<file path="config.mk">
export PLATFORM = sky130hd
export DESIGN_NAME = mdu_op_decode
export DESIGN_NICKNAME = d
export VERILOG_FILES = /design/src/mdu_pkg.sv /design/src/mdu_op_decode.sv
export SDC_FILE = /design/constraint.sdc
export NUM_CORES = 1
export LEC_CHECK = 0
export BUFFER_PORTS_ARGS = -buffer_cell sky130_fd_sc_hd__buf_2
export CORE_AREA = 2 2 104 106
export DETAILED_ROUTE_END_ITERATION = 8
export DIE_AREA = 0 0 106 108
export PLACE_DENSITY = 0.59
export SYNTH_ARGS = -nofsm -noshare
export SYNTH_HDL_FRONTEND = slang
export SYNTH_SLANG_ARGS = --single-unit
</file>
<file path="constraint.sdc">
create_clock -name vclk -period 1.1
set_clock_uncertainty 0.2 [all_clocks]
set_input_delay 0.11 -clock vclk [all_inputs]
set_output_delay 0.11 -clock vclk [all_outputs]
set_load 0.01 [all_outputs]
</file>
<file path="src/mdu_pkg.sv">
package mdu_pkg;

  // integer register width
  localparam int XLEN = 64;

  // funct3 of the M extension, OP and OP-32 major opcodes
  localparam logic [2:0] FUNCT3_MUL    = 3'd0;
  localparam logic [2:0] FUNCT3_MULH   = 3'd1;
  localparam logic [2:0] FUNCT3_MULHSU = 3'd2;
  localparam logic [2:0] FUNCT3_MULHU  = 3'd3;
  localparam logic [2:0] FUNCT3_DIV    = 3'd4;
  localparam logic [2:0] FUNCT3_DIVU   = 3'd5;
  localparam logic [2:0] FUNCT3_REM    = 3'd6;
  localparam logic [2:0] FUNCT3_REMU   = 3'd7;

endpackage

</file>
<file path="src/mdu_op_decode.sv">
`timescale 1ns/10ps

module mdu_op_decode (
  input  logic [2:0]               funct3_i,
  input  logic                     word_i,
  input  logic [mdu_pkg::XLEN-1:0] rs1_i,
  input  logic [mdu_pkg::XLEN-1:0] rs2_i,
  output logic                     is_div_o,
  output logic                     a_signed_o,
  output logic                     b_signed_o,
  output logic                     mul_high_o,
  output logic                     rem_sel_o,
  output logic [mdu_pkg::XLEN-1:0] op_a_o,
  output logic [mdu_pkg::XLEN-1:0] op_b_o
);

  localparam int XL = mdu_pkg::XLEN;

  always_comb begin
    is_div_o   = funct3_i[2];
    a_signed_o = 1'b0;
    b_signed_o = 1'b0;
    mul_high_o = 1'b0;
    rem_sel_o  = 1'b0;
    case (funct3_i)
      mdu_pkg::FUNCT3_MUL: begin  // low half is the same either way
        a_signed_o = 1'b1;
        b_signed_o = 1'b1;
      end
      mdu_pkg::FUNCT3_MULH: begin
        a_signed_o = 1'b1;
        b_signed_o = 1'b1;
        mul_high_o = 1'b1;
      end
      mdu_pkg::FUNCT3_MULHSU: begin
        a_signed_o = 1'b1;
        mul_high_o = 1'b1;
      end
      mdu_pkg::FUNCT3_MULHU: mul_high_o = 1'b1;
      mdu_pkg::FUNCT3_DIV: begin
        a_signed_o = 1'b1;
        b_signed_o = 1'b1;
      end
      mdu_pkg::FUNCT3_REM: begin
        a_signed_o = 1'b1;
        b_signed_o = 1'b1;
        rem_sel_o  = 1'b1;
      end
      mdu_pkg::FUNCT3_REMU: rem_sel_o = 1'b1;
      default: ;  // DIVU, all unsigned
    endcase
  end

  // word ops run at full width on extended low words
  assign op_a_o = word_i ? {{(XL-32){a_signed_o & rs1_i[31]}}, rs1_i[31:0]} : rs1_i;
  assign op_b_o = word_i ? {{(XL-32){b_signed_o & rs2_i[31]}}, rs2_i[31:0]} : rs2_i;

endmodule

</file>
==> summary.txt <==
Floorplanning
  – Core Region: 0.01023 mm2
  – Ports: 265
  – X dimension of the die: 106 um
  – Cell row count: 37
  – Initial core utilization: 14.42%
  – Die area: 0.01145 mm2
  – DIE HEIGHT: 108 um

Synthesis
  – Sequential share of the synthesized area: 0%
  – Yosys top cell area share: 33.59%
  – Syn_nets: 353
  – Syn Std Cell Area: 0.001475 mm2
  – Synth cell count leaders: buf_4 (66), inv_1 (66), o22ai_1 (35), o22ai_2 (29), buf_2 (13)
  – Avg Cell Area, Syn: 6.675 um2
  – Synth warn: 0
  – Distinct cells, synth: 12
  – Biggest area consumer among synthesized cells: buf_4
  – Gate Count Post-Synth: 221
  – Top post-synthesis cells by area: buf_4 (34%), o22ai_2 (25%), inv_1 (17%)

Drt
  – First drt pass iteration count: 4
  – Average wire per standard cell: 13.87 um
  – DRT antenna net count: 0
  – 1st-iter DRT viols: 54
  – Drc violations: 0
  – DR vias/cell: 4.042
  – Via count: 1,738
  – Overall routed net length: 5963 um

Finish
  – Nets: 428
  – Ant. Diodes: 0
  – Clock buffer cells: 0
  – Sequential cells: 0
  – FF/Latch Area: 0 um2
  – Area Overhead vs Synth: 61.07%
  – Fin cells: 430
  – Layout cell share with drive strength beyond 1: 74.83%

Timing
  – Fmax: 0.8090 GHz
  – Worst Setup Slack, final: -0.1361 ns
  – Setup Viol. Count Final: 65
  – Worst slew pin tran: 0.3289 ns
  – Final Hold Fails: 0
  – Unrepaired setup endpoints after global routing: true
  – Slew Limit Headroom: 78.08%
  – Slew Limit Fails: 0
  – Fin crit share: 112.4%
  – Worst hold slack: 0.02000 ns
  – Final min period: 1.236 ns

Power
  – Worst VDD drop: 0.1687 mV
  – Leakage: 1.351 nW
  – PwrDens: 482.1 mW/mm2

Setup path
  – Worst path required time: 0.79 ns
  – WP data arrival: 0.93 ns
  – Start point of the critical path: funct3_i[1]
  – Startpoint types: primary input
  – Peak fanout along the critical path: 8
  – Critical Path End Type: output port
  – Critical path type: in2out

GRT
  – First-pass GRT wire length: 7376 um
  – GR met3 Demand/Resource: 2.049%
  – Total grt overflow: 0
  – Largest net degree at the start of global routing: 34
  – Initial antenna violation count: 0
  – GR peak layer: met2
  – Vias in the first global route: 1,485
  – Total global-route track usage: 7.809%
  – Met1 Track Usage GR: 8.192%
  – Routing usage on met2: 14.65%

Status
  – Failing checks: setup timing
  – Outcome: finished, violations left

Placement
  – # port buffers: 141
  – DP Wirelength: 3605 um
  – DP Cell Count: 419
  – Routability congestion estimate from global placement: 0.6502

Worst hold path
  – Hold Path Class: in2out
  – Hold endpoint: op_a_o[15]
  – Worst min-delay path startpoint: rs1_i[15]
  – Hold path depth: 0

Run
  – Max_cap viols: 0
-- worst max-delay path by stage --
stage,to,slack [ns],cells past startpoint
floorplan,op_b_o[34],0.05,3
global placement,op_b_o[32],-0.26,4
detailed placement,op_b_o[59],-0.32,4
CTS,op_a_o[56],-0.13,5
global route,op_a_o[33],-0.17,5
finish,op_a_o[50],-0.14,5
-- cells in the final DEF, fill, tap and decap left out, drive strengths merged --
master,count
inv,66
o21a,1
mux2,5
o22ai,64
buf,149
nand2,2
and2,1
clkbuf,4
nor2,2
-- cell type report --
cell class / instances / area (um2)
inverters: 66 / 247.7
multi-input cells: 75 / 940.9
fillers: 1143 / 7855
well taps: 136 / 170.2
repair buffers: 153 / 1017
-- stage by stage --
step	util [%]	cell area (um2)	setup WS, ns	total power, mW	setup TNS [ns]
CTS	19.73	2018	-0.1319	0.9616	-5.893
global placement	17.95	1837	-0.2641	0.8363	-11.22
detailed placement	17.95	1837	-0.3155	0.8618	-12.95
floorplan	-	1475	0.04961	0.7450	0
global route	23.22	2376	-0.1730	1.233	-7.892
finish	23.22	2376	-0.1361	1.145	-5.769
-- where the power goes --
part           switching, mW  internal, mW  leakage [nW]  total, mW
combinational          0.564         0.581          1.35       1.15
sequential                 0             0             0          0
clock                      0             0             0          0
-- kinds of logic (layout without fill, tap and decap cells) --
group                  Yosys count  in the layout  synth area share, %
AO/OA/AOI/OAI                   65             65                39.95
buffers and inverters          150            219                57.59
multiplexers                     1              5                1.018
AND/OR/NAND/NOR                  5              5                1.443
-- repair_timing --
item | CTS | global route
buffers inserted | 1 | 0
endpoints found under the setup margin | 66 | 66
cloned | 5 | 5
resized for setup | 21 | 42
pin swaps | 29 | 26
hold buffers | 0 | 0
-- routing by layer --
metal	up-vias	wire length [um]	share of wire (%)
met3	30	603	10
met2	122	3054	51
met1	786	2059	35
met4	0	246	4.1
met5	-	0	0
li1	800	-	-
-- critical path, stage by stage --
cell and delay, ns:
buf_12 0.12, o21a_4 0.26, clkbuf_16 0.19, o22ai_2 0.09
buf_2 0.15
Power figures use the tool's default switching activity.
