**src/mdu_pkg.sv**
```systemverilog
package mdu_pkg;

  // integer register width
  localparam int XLEN = 64;

  // funct3 of the M extension, OP and OP-32 major opcodes
  localparam logic [2:0] FUNCT3_MUL    = 3'd0;
  localparam logic [2:0] FUNCT3_MULH   = 3'd1;
  localparam logic [2:0] FUNCT3_MULHSU = 3'd2;
  localparam logic [2:0] FUNCT3_MULHU  = 3'd3;
  localparam logic [2:0] FUNCT3_DIV    = 3'd4;
  localparam logic [2:0] FUNCT3_DIVU   = 3'd5;
  localparam logic [2:0] FUNCT3_REM    = 3'd6;
  localparam logic [2:0] FUNCT3_REMU   = 3'd7;

endpackage

```
**src/mdu_result_stage.sv**
```systemverilog
`timescale 1ns/10ps

module mdu_result_stage (
  input  logic                     clk,
  input  logic                     rst,
  input  logic                     start_i,
  input  logic                     rem_sel_i,
  input  logic                     word_i,
  input  logic [mdu_pkg::XLEN-1:0] mul_result_i,
  input  logic                     mul_done_i,
  input  logic [mdu_pkg::XLEN-1:0] quotient_i,
  input  logic [mdu_pkg::XLEN-1:0] remainder_i,
  input  logic                     div_ready_i,
  output logic                     busy_o,
  output logic [mdu_pkg::XLEN-1:0] result_o,
  output logic                     result_valid_o
);

  localparam int XL = mdu_pkg::XLEN;

  logic          rem_sel_q;
  logic          word_q;
  logic          done;
  logic [XL-1:0] pick;

  assign done = mul_done_i | div_ready_i;
  assign pick = div_ready_i ? (rem_sel_q ? remainder_i : quotient_i) : mul_result_i;

  always_ff @(posedge clk) begin
    if (rst) begin
      busy_o         <= 1'b0;
      result_valid_o <= 1'b0;
    end else begin
      result_valid_o <= done;
      if (done) begin
        busy_o <= 1'b0;  // drops with the valid pulse
      end else if (start_i) begin
        busy_o <= 1'b1;
      end
    end
  end

  always_ff @(posedge clk) begin
    if (start_i) begin
      rem_sel_q <= rem_sel_i;
      word_q    <= word_i;
    end
    if (done) begin
      result_o <= word_q ? {{(XL-32){pick[31]}}, pick[31:0]} : pick;
    end
  end

endmodule

```
**config.mk**
```make
export PLATFORM = sky130hd
export DESIGN_NAME = mdu_result_stage
export DESIGN_NICKNAME = d
export VERILOG_FILES = /design/src/mdu_pkg.sv /design/src/mdu_result_stage.sv
export SDC_FILE = /design/constraint.sdc
export NUM_CORES = 1
export LEC_CHECK = 0
export BUFFER_PORTS_ARGS = -buffer_cell sky130_fd_sc_hd__buf_4
export CAP_MARGIN = 30
export CORE_MARGIN = 5
export CORE_UTILIZATION = 42
export CTS_CLUSTER_SIZE = 40
export DETAILED_ROUTE_END_ITERATION = 10
export PLACE_DENSITY = 0.85
export SLEW_MARGIN = 15
export SYNTH_ARGS = -nofsm -noshare
export SYNTH_HDL_FRONTEND = slang
export SYNTH_SLANG_ARGS = --single-unit
```
**constraint.sdc**
```tcl
create_clock -name clk -period 2.2 [get_ports clk]
set_clock_uncertainty 0.2 [all_clocks]
set_input_delay 0.44 -clock clk [delete_from_list [all_inputs] [get_ports clk]]
set_output_delay 0.44 -clock clk [all_outputs]
set_load 0.05 [all_outputs]
```
==> results of run 1 <==
## state kept, by name, summed over array words and instances, names as in the netlist
signal	cells
busy_o	1
rem_sel_q	1
result_o	64
result_valid_o	1
word_q	1
## cell type report
class,count,share of cell area
clock buffer,14,0.0264
sequential,68,0.328
clock inverter,2,0.00568
timing repair buffer,274,0.340
tap,111,0.0225
multi-input combinational,163,0.278
## metrics by stage
step / hold WS [ns] / cells / total power [W] / instance area [um2]
6_report: 0.0681 / 632 / 0.00412 / 6160
3_5_place_dp: 0.291 / 616 / 0.00313 / 5970
2_1_floorplan: 0.312 / 259 / 0.00256 / 3890
5_1_grt: 0.0595 / 632 / 0.00429 / 6160
4_1_cts: 0.0518 / 632 / 0.00416 / 6160
3_3_place_gp: 0.293 / 616 / 0.00310 / 5970
## worst max-delay path: stages, from the launching register on
cell,delay (ns)
edfxtp_1,0.36
buf_4,0.17
mux2_4,0.44
mux4_2,0.51
## metal layers
layer / vias to the layer above / wire length, um
li1: 1531 / -
met1: 1586 / 3960
met2: 193 / 6380
met3: 29 / 1200
met4: 0 / 322
met5: - / 0
## report_power, final
group | internal (W) | switching, W
combinational | 0.000642 | 0.000807
sequential | 0.00160 | 0.0000422
clock | 0.000586 | 0.000443
total | 0.00282 | 0.00129
## cell families after synthesis
family,after synthesis,share of synthesized area
AO/OA/AOI/OAI,31,0.0398
multiplexers,97,0.364
AND/OR/NAND/NOR,35,0.0353
buffers and inverters,28,0.0415
flip-flops,68,0.519
## how the worst max path moves through the flow
stage,from,slack (ns),end,cells after the start
5_1_grt,rem_sel_q,0.19,result_o[56],3
3_5_place_dp,quotient_i[31],0.25,result_o[56],3
3_3_place_gp,quotient_i[31],0.29,result_o[61],3
6_report,rem_sel_q,0.25,result_o[56],3
4_1_cts,rem_sel_q,0.25,result_o[56],3
2_1_floorplan,div_ready_i,0.13,result_o[0],2
## synth_stat cells, drive strengths merged
cell type and instances:
a21oi 31, mux2 34, mux4 32, buf 15
edfxtp 66, or2 1, nor3 1, clkbuf 13
dfxtp 2, nor2b 1, mux2i 31, nor2 32
==> flow_metrics.tcl, run 1 <==
set metrics [dict create \
    core_um2 9150 \
    post-route-min-period_ns 1.95 \
    rsz0062_at_grt "no" \
    die_h_um 106 \
    multiInputGateArea_um2 1710 \
    row_count 35 \
    fin_ws_ns 0.254 \
    max-slew-margin-rel 0.676 \
    worst_setup_path_start_kind "flop" \
    worst_pin_slew_ns 0.486 \
    die_w_um 106 \
    h-tree-depth 3 \
    clock_path_buffers 2 \
    nets 715 \
    grt_pass1_vias 3518 \
    cellLeakagePower_nw 2.75 \
    grt_util_all_layers 0.202 \
    port_buffers 264 \
    cts_tree "built" \
    hold_violations 0 \
    worstReg2RegStart "rem_sel_q" \
    max_freq_ghz 0.514 \
    syn_nets 458 \
    end_kind "flop" \
    dp_slack_ns 0.254 \
    routabilityCongestion 0.828 \
    synth.largest_area_cell "edfxtp_1" \
    synth.distinct_cells 17 \
    cts_sinks 68 \
    ys_warn_count 0 \
    ir_worst_vdd_uv 374 \
    met1_usage 0.214 \
    clkTransAtPathRegs_ns 0.07 \
    synth.yosys.seq_area_share 0.519 \
    crit_type "flop to flop" \
    regToRegEndpoint "result_o[56]" \
    start_util 0.425 \
    vias 3339 \
    antenna_found_initial 0 \
    area_growth_syn_to_layout_pct 58.3 \
    antenna_cells 0 \
    drtIter0Drc 113 \
    finalSetupTns_ns 0 \
    ff2ff_path_depth 3 \
    avgSynthCellArea_um2 15.0 \
    powerDensity_nw_per_um2 668 \
    min_to "result_valid_o" \
    hold_buffers 0 \
    grt_pass1_wl_mm 17.7 \
    cts_made_buffers 9 \
    ios 265 \
    cts_resized 0 \
    grt_max_degree 96 \
    min-delay-start "rst" \
    design.die.area_um2 11300 \
    crit_fanout 33 \
    hold_depth 2 \
    layout-drive-gt1-share 0.668 \
    hold_path.class "input pin to flop" \
    synth_top_area_frac 0.509 \
    first_pass_iters 4 \
    dp_hpwl_mm 9.27 \
    final_common_cell "buf_4" \
    met3_usage 0.0692 \
    postRouteAntennaNets 0 \
    clk_latency_ns 0.33 \
    ys_ff_latch 68 \
    synth.area.top_cells "edfxtp_1 (51%), mux4_2 (19%), mux2i_1 (8.0%)" \
    setup_viol 0 \
    synthCells 259 \
    drcViolationCount 0 \
    cts-root-buf "clkbuf_8" \
    r2r_setup_slack_ns 0.25 \
    syn-cell-area_um2 3890 \
    met2_usage 0.369 \
    post_cts_buffers 0 \
    grt.busiest_layer "met2" \
    status "complete, no violations" \
    viasPerCell 5.28 \
    gr-total-overflow 0 \
    cap_violations 0 \
    final_max_slew_viol_count 0 \
    finalCritPeriodShare 0.884 \
    utilization 0.673 \
    worst_ep_required_time_ns 2.06 \
    cp.arrival_ns 1.81 \
    wl_mm 11.9 \
    ff_latch_area_um2 2020 \
    fillers 664 \
    mostFrequentLayoutCells "buf_4 (271), edfxtp_1 (66), mux4_2 (32), nor2_1 (32)" \
    avgRoutedWirePerCell_um 18.8 \
]
Power figures use the tool's default switching activity.
==> run 2, diff against run 1 <==
ABC_AREA = 1   (was unset)
SLEW_MARGIN = 20   (was 15)
==> run 2 against run 1 <==
  * Final area is essentially flat
  * Count of clock-buffer cells in the layout is 3 lower
  * Core utilization shrank 0.31 points
  * Routed wire length up 11%
  * Maximum frequency rose by 3.1%
  * First-iteration DRC count rose by 150%
  * Critical path depth rose by 2
  * Area after synthesis up 1.6%
  * Critical path type unchanged
  * Largest power group unchanged
==> flow_metrics.tcl, run 2 <==
set metrics [dict create \
    status "complete, no violations" \
    end_kind "flop" \
    finalSetupTns_ns 0 \
    grt_util_all_layers 0.219 \
    synth.yosys.seq_area_share 0.511 \
    die_w_um 107 \
    antenna_found_initial 0 \
    ios 265 \
    nets 977 \
    area_growth_syn_to_layout_pct 55.8 \
    grt_pass1_vias 4163 \
    ys_async_sr_fraction 0 \
    drtIter0Drc 277 \
    hold_buffers 0 \
    layout-drive-gt1-share 0.373 \
    setup_viol 0 \
    synth_top_area_frac 0.501 \
    cp_slowest_stage_delay_ns 0.44 \
    row_count 35 \
    post_cts_buffers 0 \
    hold_path.class "input pin to flop" \
    mostFrequentLayoutCells "buf_4 (270), nand2_1 (225), edfxtp_1 (66)" \
    largest_register "result_o" \
    synthFlopType "edfxtp_1" \
    clkTransAtPathRegs_ns 0.08 \
    cp.arrival_ns 1.86 \
    clk_latency_ns 0.32 \
    routabilityCongestion 0.894 \
    first_pass_iters 5 \
    avgRoutedWirePerCell_um 14.8 \
    dp_slack_ns 0.223 \
    ys_warn_count 0 \
    cts_made_buffers 9 \
    yosysMostFrequentCell "nand2_1" \
    final_common_cell "buf_4" \
    synthCells 526 \
    ys_ff_latch 68 \
    synth.largest_area_cell "edfxtp_1" \
    crit_type "flop to flop" \
    start_util 0.430 \
    synth_enable_flop_cells 66 \
    crit_fanout 40 \
    postRouteAntennaNets 0 \
    syn-cell-area_um2 3960 \
    viasPerCell 4.77 \
    design.die.area_um2 11500 \
    crit_chain "inv_4 > nand2_1 > nand3_2 > nand3_4 > nand2_1" \
    die_h_um 107 \
    hold_violations 0 \
    grt_max_degree 64 \
    cellLeakagePower_nw 3.31 \
    worst_setup_path_start_kind "flop" \
    worst_ep_required_time_ns 2.17 \
    cts_tree "built" \
    avgSynthCellArea_um2 7.52 \
    max-slew-margin-rel 0.575 \
    ir_worst_vdd_uv 254 \
    antenna_cells 0 \
    dp_hpwl_mm 10.3 \
    cp_slowest_cell "edfxtp_1" \
    largest_reg_flops 64 \
    worst_pin_slew_ns 0.638 \
    wl_mm 13.2 \
    final_max_slew_viol_count 0 \
    vias 4264 \
    h-tree-depth 3 \
    port_buffers 264 \
    synth.area.top_cells "edfxtp_1 (50%), nand2_1 (21%), inv_1 (6.3%)" \
    finalCritPeriodShare 0.858 \
    cts-root-buf "clkbuf_8" \
    core_um2 9200 \
    synth_common_cells "nand2_1 (225), edfxtp_1 (66), inv_1 (66)" \
    fin_ws_ns 0.313 \
    clock_path_buffers 2 \
    grt_pass1_wl_mm 19.9 \
    utilization 0.670 \
    rsz0062_at_grt "no" \
    cts_resized 0 \
    gr-total-overflow 0 \
    powerDensity_nw_per_um2 642 \
    synth.distinct_cells 19 \
    cap_violations 0 \
    crit_path_frequent_cell "nand2_1" \
    post-route-min-period_ns 1.89 \
    syn_nets 725 \
    cts_sinks 68 \
    max_freq_ghz 0.530 \
    drcViolationCount 0 \
]
-- run 2: power by group --
part,switching (W),leakage [nW],internal [W]
logic,0.000935,2.54,0.000537
clock network,0.000437,0.0768,0.000402
registers,0.0000449,0.697,0.00160
total,0.00142,3.31,0.00254
-- run 2: layout make-up --
type                            count  area [um2]
Fill cell                         752        3030
Timing Repair Buffer              273        2090
Sequential cell                    68        2020
Multi-Input combinational cell    358        1500
Inverter                           68         262
Tap cell                          111         139
Clock buffer                       11         131
Clock inverter                      5        28.8
-- run 2: stage by stage --
stage	hold WS [ns]	cell area [um2]	total power, W	cells
after detailed placement	0.341	6000	0.00315	878
after floorplan	0.312	3970	0.00256	526
final	0.0736	6160	0.00396	894
after global routing	0.0577	6160	0.00416	894
after global placement	0.326	6000	0.00312	878
after CTS	0.0548	6160	0.00400	894
-- run 2: cells by family after synthesis --
kind of cell	Yosys count	share of synthesized area
AND/OR/NAND/NOR	295	0.296
flip-flops	68	0.511
AO/OA/AOI/OAI	63	0.0797
buffers and inverters	100	0.113
-- run 2: layer usage --
metal | vias up | share of wire | routed length [um] | track usage
li1 | 2148 | - | - | -
met1 | 1863 | 0.36 | 4760 | 0.246
met2 | 225 | 0.51 | 6750 | 0.387
met3 | 28 | 0.10 | 1340 | 0.0620
met4 | 0 | 0.028 | 366 | 0.0913
met5 | - | 0 | 0 | 0
-- run 2: path summary, 6_finish.rpt --
kind | slack [ns] | depth (start not counted) | startpoint | to
max | 0.31 | 5 | rem_sel_q | result_o[36]
min | 0.07 | 2 | rst | result_valid_o
max reg2reg | 0.31 | 5 | rem_sel_q | result_o[36]
min reg2reg | 0.37 | 2 | busy_o | busy_o
-- run 2: worst max-delay path, delay by kind of cell (launching register included) --
| kind | cells | cell delay (ns) |
|---|---|---|
| flip-flops | 1 | 0.44 |
| AND/OR/NAND/NOR | 4 | 0.73 |
| buffers and inverters | 1 | 0.34 |
