**src/mdu_divider.sv**
```systemverilog
`timescale 1ns/10ps

module mdu_divider #(
  parameter int XLEN = 64
) (
  input  logic            clk,
  input  logic            rst,
  input  logic            start_i,
  input  logic [XLEN-1:0] dividend_i,
  input  logic [XLEN-1:0] divisor_i,
  input  logic            signed_i,
  output logic [XLEN-1:0] quotient_o,
  output logic [XLEN-1:0] remainder_o,
  output logic            ready_o
);

  localparam int CW = $clog2(XLEN);

  localparam logic [1:0] S_IDLE = 2'd0;
  localparam logic [1:0] S_RUN  = 2'd1;
  localparam logic [1:0] S_FIX  = 2'd2;

  logic [1:0]      state;
  logic [CW-1:0]   step;
  logic [XLEN-1:0] quo_q;   // dividend shifts out, quotient bits shift in
  logic [XLEN-1:0] rem_q;
  logic [XLEN-1:0] dvsr_q;
  logic            neg_quo;
  logic            neg_rem;

  logic            a_neg;
  logic            b_neg;
  logic [XLEN-1:0] a_mag;
  logic [XLEN-1:0] b_mag;
  logic [XLEN:0]   shifted;
  logic [XLEN+1:0] trial;
  logic            fits;

  assign a_neg = signed_i & dividend_i[XLEN-1];
  assign b_neg = signed_i & divisor_i[XLEN-1];
  assign a_mag = a_neg ? -dividend_i : dividend_i;
  assign b_mag = b_neg ? -divisor_i : divisor_i;

  // one restoring step
  assign shifted = {rem_q, quo_q[XLEN-1]};
  assign trial   = {1'b0, shifted} - {2'b00, dvsr_q};
  assign fits    = ~trial[XLEN+1];

  always_ff @(posedge clk) begin
    if (rst) begin
      state   <= S_IDLE;
      step    <= '0;
      ready_o <= 1'b0;
    end else begin
      ready_o <= 1'b0;
      case (state)
        S_IDLE: begin
          if (start_i) begin
            state <= S_RUN;
            step  <= '0;
          end
        end
        S_RUN: begin
          step <= step + 1'b1;
          if (step == CW'(XLEN-1)) begin
            state <= S_FIX;
          end
        end
        S_FIX: begin
          state   <= S_IDLE;
          ready_o <= 1'b1;
        end
        default: state <= S_IDLE;
      endcase
    end
  end

  always_ff @(posedge clk) begin
    case (state)
      S_IDLE: begin
        if (start_i) begin
          quo_q   <= a_mag;
          rem_q   <= '0;
          dvsr_q  <= b_mag;
          // zero divisor keeps an all-ones quotient
          neg_quo <= (a_neg ^ b_neg) & (|divisor_i);
          neg_rem <= a_neg;
        end
      end
      S_RUN: begin
        quo_q <= {quo_q[XLEN-2:0], fits};
        rem_q <= fits ? trial[XLEN-1:0] : shifted[XLEN-1:0];
      end
      S_FIX: begin
        if (neg_quo) begin
          quo_q <= -quo_q;
        end
        if (neg_rem) begin
          rem_q <= -rem_q;  // remainder takes the dividend sign
        end
      end
      default: ;
    endcase
  end

  // min / -1 gives magnitude 2^(XLEN-1), negation wraps back to min
  assign quotient_o  = quo_q;
  assign remainder_o = rem_q;

endmodule

```
**config.mk**
```make
export PLATFORM = sky130hd
export DESIGN_NAME = mdu_divider
export DESIGN_NICKNAME = d
export VERILOG_FILES = /design/src/mdu_divider.sv
export SDC_FILE = /design/constraint.sdc
export NUM_CORES = 1
export LEC_CHECK = 0
export BUFFER_PORTS_ARGS = -buffer_cell sky130_fd_sc_hd__buf_2
export CAP_MARGIN = 30
export CORE_UTILIZATION = 45
export CTS_CLUSTER_SIZE = 20
export DETAILED_ROUTE_END_ITERATION = 10
export HOLD_SLACK_MARGIN = 0.08
export PLACE_DENSITY_LB_ADDON = 0.25
export RECOVER_POWER = 100
export SLEW_MARGIN = 10
export SYNTH_ARGS = -nofsm -noshare
export SYNTH_HDL_FRONTEND = slang
export SYNTH_SLANG_ARGS = --single-unit
```
**constraint.sdc**
```tcl
create_clock -name clk -period 8.4 [get_ports clk]
set_input_delay 0 -clock clk [delete_from_list [all_inputs] [get_ports clk]]
set_output_delay 0 -clock clk [all_outputs]
set_load 0.05 [all_outputs]
```
==> results of run 1 <==
power groups by stage:
stage               sequential, mW  combinational [mW]  clock (mW)
floorplan                     2.47                1.66           0
global placement              1.85                3.11           0
detailed placement            1.87                3.13           0
CTS                           1.86                3.23        1.29
global route                  1.93                3.45        1.33
finish                        1.88                3.21        1.27
worst max-delay path, delay by kind of cell, from the launching register on:
family / cells / cell delay [ps]
AO/OA/AOI/OAI: 8 / 3240
adder cells (fa/ha/maj): 1 / 410
buffers and inverters: 2 / 1030
flip-flops: 1 / 500
AND/OR/NAND/NOR: 1 / 560
registers in the layout, summed over array words and instances (netlist names):
register	cells
dvsr_q	64
quotient_o	64
remainder_o	64
step	6
state	2
neg_quo	1
neg_rem	1
ready_o	1
layer usage:
| metal | up-vias | global-route usage | share of wire |
|---|---|---|---|
| li1 | 8457 | - | - |
| met1 | 8495 | 0.3730 | 0.41 |
| met2 | 802 | 0.4916 | 0.47 |
| met3 | 144 | 0.05532 | 0.083 |
| met4 | 0 | 0.1212 | 0.042 |
| met5 | - | 0 | 0 |
per-stage QoR:
step | hold WS (ps) | total power, mW
2_1_floorplan | 71.61 | 4.129
3_3_place_gp | 292.9 | 4.961
3_5_place_dp | 300.4 | 4.999
4_1_cts | 238.7 | 6.374
5_1_grt | 283.5 | 6.704
6_report | 275.4 | 6.368
cells in the mapped netlist, drive strengths merged, types with 7 or more instances:
cell    instances  area (um2)
a21oi         186       930.9
a31oi          37       231.5
xor2          124        1086
nor3b          11       92.58
nand3b         11       95.09
and2           17       108.9
xnor2         151        1323
and3           20       125.1
ha             73       913.4
dfxtp           9       180.2
o21ai         153       765.7
nor2          187       704.4
nor3           68       350.3
o31ai          24       180.2
nor2b          41       256.5
or3            23       153.9
nand2         140       525.5
nor4           32       212.7
nand4          32       200.2
or2             8       50.05
nand2b         24       157.6
o21bai         16       120.1
nand3          30       155.1
buf            17       93.84
edfxtp        194        5826
inv           112       420.4
a22o            7       61.31
a211oi          7       52.55
o22ai          36       225.2
o41ai          16       140.1
or4            24       198.9
a221oi         34       304.0
a22oi          15       112.6
mux2i          16       160.2
o211ai         12       90.09
a21o           30       225.2
clkbuf         91       341.6
cells in the final DEF, fill, tap and decap left out, types with 10 or more instances in the layout:
cell and instances:
o41ai_1 16, nor2b_1 41, nor2_1 186, and2_1 10, dlygate4sd3_1 193, o211ai_1 12
inv_1 111, buf_2 126, o22ai_1 36, a22oi_1 15, o21ai_0 148, clkbuf_16 31
nand4_1 32, xor2_1 124, nand2_1 140, nand3_1 29, clkbuf_1 144, o31ai_1 24
or3_1 21, a21oi_1 186, nor3_1 65, a31oi_1 37, nand3b_1 10, mux2i_1 16
and3_1 20, o21bai_1 16, nand2b_1 23, ha_1 73, a221oi_1 34, or4_1 19
a21o_1 30, xnor2_1 151, nor4_1 30, edfxtp_1 194
path summary, 6_finish.rpt:
kind / end / startpoint / cells past startpoint
worst max-delay path: remainder_o[59] / remainder_o[2] / 12
worst max register to register: remainder_o[59] / remainder_o[2] / 12
worst min register to register: step[5] / step[5] / 2
worst min-delay path: state[1] / rst / 3
cell families after synthesis:
family,Yosys count,synth area share
buf+inv,220,0.04839
compound gates,611,0.2131
simple gates,686,0.2009
mux,16,0.009055
flops,203,0.3396
fa+ha+maj,74,0.05278
xor+xnor,275,0.1362
layout make-up:
cell class	count	area share
antenna	5	0.0005656
clock buffer	37	0.03789
clock inverter	12	0.006674
inverter	112	0.01900
multi-input combinational	1662	0.4892
sequential	203	0.2715
tap	518	0.02930
timing repair buffer	473	0.1459
==> impl_metrics.tcl, run 1 <==
set metrics [dict create \
    status "finished with violations" \
    violations "max-capacitance violations, max-slew violations" \
    cp-start-kind "register" \
    rows 72 \
    r2r_slack_ps 2260 \
    period_needed_ps 6140 \
    multi_input_area_mm2 0.01082 \
    drt_iter0_drc 1575 \
    arrival_ps 6330 \
    finClkSkew_ps 12.92 \
    worstPathRequired_ps 8590 \
    fin_cells 3022 \
    mappedNetlistNets 2291 \
    core_area_mm2 0.03874 \
    drt-pass1-iter-count 5 \
    wl_per_cell_um 20.27 \
    crit_fanout 46 \
    yosysSeqAreaShare 0.3396 \
    power_leakage_nw 8.464 \
    synthDistinctLibCells 78 \
    vias 17900 \
    critical_path.max_stage_delay_ps 1750 \
    cts_hold_buf 193 \
    ctsResizeCount 0 \
    finalHoldViolCount 0 \
    maxCapViolCount 9 \
    postLayoutCoreUtil 0.5711 \
    pin_count 261 \
    postLayoutSetupSlackWorst_ps 2260 \
    root_buffer "clkbuf_16" \
    syn2layout_area_growth_pct 25.09 \
    synth_ff_type "edfxtp_1" \
    p_sw_frac 0.4841 \
    nets 2685 \
    p_per_area_mw_per_mm2 287.8 \
    gp_congestion 0.9676 \
    fin_tns_setup_ps 0 \
    die_w_um 200.2 \
    final_area_mm2 0.02212 \
    cp_slowest_cell "a221oi_1" \
    cp-end-kind "register" \
    hpwlAfterDp_um 43040 \
    h-tree-depth 1 \
    grt_pass1_vias 17310 \
    initial_utilization 0.4566 \
    slew_viol_final 431 \
    ant_nets 0 \
    routed_via_density 5.923 \
    netlist_area_mm2 0.01769 \
    grt_overflow 0 \
    critPathKind "reg -> reg" \
    cts.sinks 203 \
    worstSkewPairLatency_ps 570 \
    synth_async_sr_flop_share 0 \
    routed_wl_um 61260 \
    min_path_type "in -> reg" \
    crit_chain "ha_1 > a21o_1 > a21oi_1 > a21o_1 > o211ai_1 > a31oi_1 > clkbuf_1 > o32ai_1 > a221oi_1 > buf_4 > nand2b_1 > o221ai_1" \
    synth-edff-count 194 \
    ir_worst_vdd_uv 219.0 \
    register_area_mm2 0.006006 \
    layout_worst_path_cycle_share 0.7309 \
    combPwrFrac 0.504 \
    drc 0 \
    pwr-share-seq 0.296 \
    grt_setup_unrepaired "false" \
    post_cts_buffers 0 \
    syn-mean-instance-area_um2 8.482 \
    fmax_ghz 0.1629 \
    die_y_um 200.2 \
    syn_inst 2085 \
    grt_max_degree 92 \
    clk_pin_slew_ps 60 \
    layout-drive-gt1-share 0.08483 \
    internal_power_mw 3.285 \
    cts_buffer_depth 3 \
    cts_tree "done" \
    fillers 3468 \
    worst_pin_slew_ps 3929 \
    die_area_mm2 0.04010 \
    power.share.clock 0.200 \
    p_switching_mw 3.083 \
    slew_headroom -1.619 \
    dp.cells 2772 \
    antenna_found_initial 5 \
    grt_pass1_wl_um 95210 \
    cts_buffers 27 \
    setup_viol 0 \
    yosysWarnings 0 \
    dpl_worst_slack_ps 3674 \
    critical_path.most_common_cell "a21o_1" \
    grt_usage 0.2945 \
    dpl_cell_area_mm2 0.01937 \
    synth_seq_cells 203 \
    portBuffers 260 \
]
(Power assumes the default switching activity.)
==> run 2: changes to the inputs <==
ABC_AREA = 1   (was unset)
clock period = 5.93 ns   (was 8.4 ns; I/O delays follow)
==> impl_metrics.tcl, run 2 <==
set metrics [dict create \
    die_y_um 231.4 \
    worstPathRequired_ps 6060 \
    vias 27900 \
    yosysSeqAreaShare 0.2536 \
    yosysMostFrequentCell "nand2_1" \
    worstSkewPairLatency_ps 590 \
    netlist_top_cells_count "1183 x nand2_1, 740 x inv_1, 432 x nor2_1, 381 x nand3_1, 194 x edfxtp_1" \
    drt-pass1-iter-count 7 \
    fin_cells 5053 \
    cts_tree "done" \
    antenna_found_initial 7 \
    nets 4557 \
    grt_pass1_vias 25700 \
    p_sw_frac 0.5426 \
    cp-end-kind "register" \
    wl_met1_um 43970 \
    p_switching_mw 5.002 \
    pin_count 261 \
    grt_setup_unrepaired "false" \
    rows 83 \
    cts_buffers 26 \
    yosys.area.top_type "edfxtp_1" \
    finalHoldViolCount 0 \
    internal_power_mw 4.216 \
    routed_wl_um 107200 \
    ant_nets 0 \
    ctsResizeCount 0 \
    wl_per_cell_um 21.21 \
    violations "max-capacitance violations, max-slew violations" \
    final_cell_mix "1183 x nand2_1, 740 x inv_1, 433 x nor2_1" \
    cts_buffer_depth 3 \
    synth_async_sr_flop_share 0 \
    r2r_slack_ps 950 \
    slew_viol_final 314 \
    syn2layout_area_growth_pct 16.60 \
    portBuffers 260 \
    cp_slowest_cell "ha_1" \
    layout-drive-gt1-share 0.06932 \
    grt_max_degree 73 \
    grt_usage 0.3916 \
    core_area_mm2 0.05161 \
    arrival_ps 5110 \
    initial_utilization 0.4589 \
    synth_seq_cells 203 \
    h-tree-depth 1 \
    pwr-share-seq 0.262 \
    crit_fanout 36 \
    syn-mean-instance-area_um2 5.949 \
    ir_worst_vdd_uv 219.2 \
    grt_overflow 0 \
    syn_inst 3981 \
    netlist_area_mm2 0.02368 \
    min_path_type "in -> reg" \
    route.met3.wl_um 10530 \
    crit_chain "inv_1 > ha_1 > inv_1 > nor2_1 > nor2_1 > buf_12 > clkbuf_2" \
    layout_commonest_cell "nand2_1" \
    p_per_area_mw_per_mm2 333.8 \
    route.met2.wl_um 47540 \
    status "finished with violations" \
    top_layer "met5" \
    power_leakage_nw 13.03 \
    yosysTopAreaCellShare 0.2460 \
    dp.cells 4856 \
    fillers 5411 \
    layout_worst_path_cycle_share 0.8405 \
    maxCapViolCount 7 \
    root_buffer "clkbuf_16" \
    mappedNetlistNets 4187 \
    power.share.clock 0.172 \
    drc 0 \
    slew_headroom -0.6953 \
    finClkSkew_ps 26.01 \
    fmax_ghz 0.2006 \
    synth_ff_type "edfxtp_1" \
    drt_iter0_drc 3124 \
    worst_pin_slew_ps 2543 \
    hpwlAfterDp_um 86690 \
    grt_pass1_wl_um 157600 \
    die_area_mm2 0.05355 \
    ys_top_cells_by_area "edfxtp_1 25%, nand2_1 19%, inv_1 12%, nand3_1 8.1%, nor2_1 6.8%" \
    routed_via_density 5.521 \
    critical_path.max_stage_delay_ps 1660 \
    gp_congestion 1.046 \
    critPathKind "reg -> reg" \
    combPwrFrac 0.566 \
    yosysWarnings 0 \
    fin_tns_setup_ps 0 \
    cts.sinks 203 \
    setup_viol 0 \
    synth-edff-count 194 \
    period_needed_ps 4984 \
    cp-start-kind "register" \
    clk_pin_slew_ps 60 \
    synthDistinctLibCells 55 \
    die_w_um 231.4 \
]
## run 2: cell type report
class	instances	area [um2]	area share
diodes	2	5.005	0.0001812
repair buffers	425	2729	0.09882
inverters	762	2863	0.1037
multi-input cells	2933	14340	0.5192
flip-flops and latches	203	6006	0.2175
clock inverters	19	161.4	0.005845
clock buffers	29	661.9	0.02397
well taps	680	850.8	0.03081
## run 2: repair_timing
item,in CTS,in global routing
hold buffers,146,0
hold endpoints to repair,130,0
buffers inserted,0,0
setup endpoints to repair,0,0
## run 2: cells by family (layout without fill, tap and decap cells)
group                    after synthesis  in the layout  share of synthesized area
AND/OR/NAND/NOR                     2308           2308                     0.4229
buffers and inverters                845           1235                     0.1385
AO/OA/AOI/OAI                        431            431                     0.1012
flip-flops                           203            203                     0.2536
XOR/XNOR                             120            120                    0.04438
adder cells (fa/ha/maj)               74             74                    0.03941
other                                  0              2                          0
## run 2: worst paths after layout
check	startpoint	endpoint	depth (start not counted)
max	state[0]	quotient_o[14]	7
min	dividend_i[42]	quotient_o[42]	5
max reg2reg	state[0]	quotient_o[14]	7
min reg2reg	step[0]	step[0]	1
## run 2: stage by stage
step	setup WS (ps)	hold WS [ps]	area (um2)	util	power, mW
4_1_cts	2062	96.43	27880	0.5401	9.131
5_1_grt	970.0	114.4	27610	0.5350	9.707
2_1_floorplan	1554	69.07	23680	-	5.877
6_report	945.6	127.1	27620	0.5350	9.218
3_5_place_dp	2081	217.6	25590	0.4958	7.461
3_3_place_gp	2168	219.9	25580	0.4956	7.479
## run 2: worst max-delay path: cells and delay by family (launching register included)
kind | cells | cell delay [ps]
and+or+nand+nor | 2 | 480
DFF | 1 | 340
buffers and inverters | 4 | 2010
adders and majority gates | 1 | 1660
## run 2: per-layer routing
metal,up-vias,global-route usage
met2,1507,0.6257
li1,13460,-
met3,268,0.07111
met5,-,0
met4,12,0.1556
met1,12650,0.5200
## run 2: power groups by stage
stage / clock network, mW / logic, mW / registers, mW
after floorplan: 0 / 2.82 / 3.06
after global placement: 0 / 5.08 / 2.40
after detailed placement: 0 / 5.05 / 2.41
after CTS: 1.59 / 5.16 / 2.38
after global routing: 1.64 / 5.63 / 2.44
final: 1.58 / 5.22 / 2.42
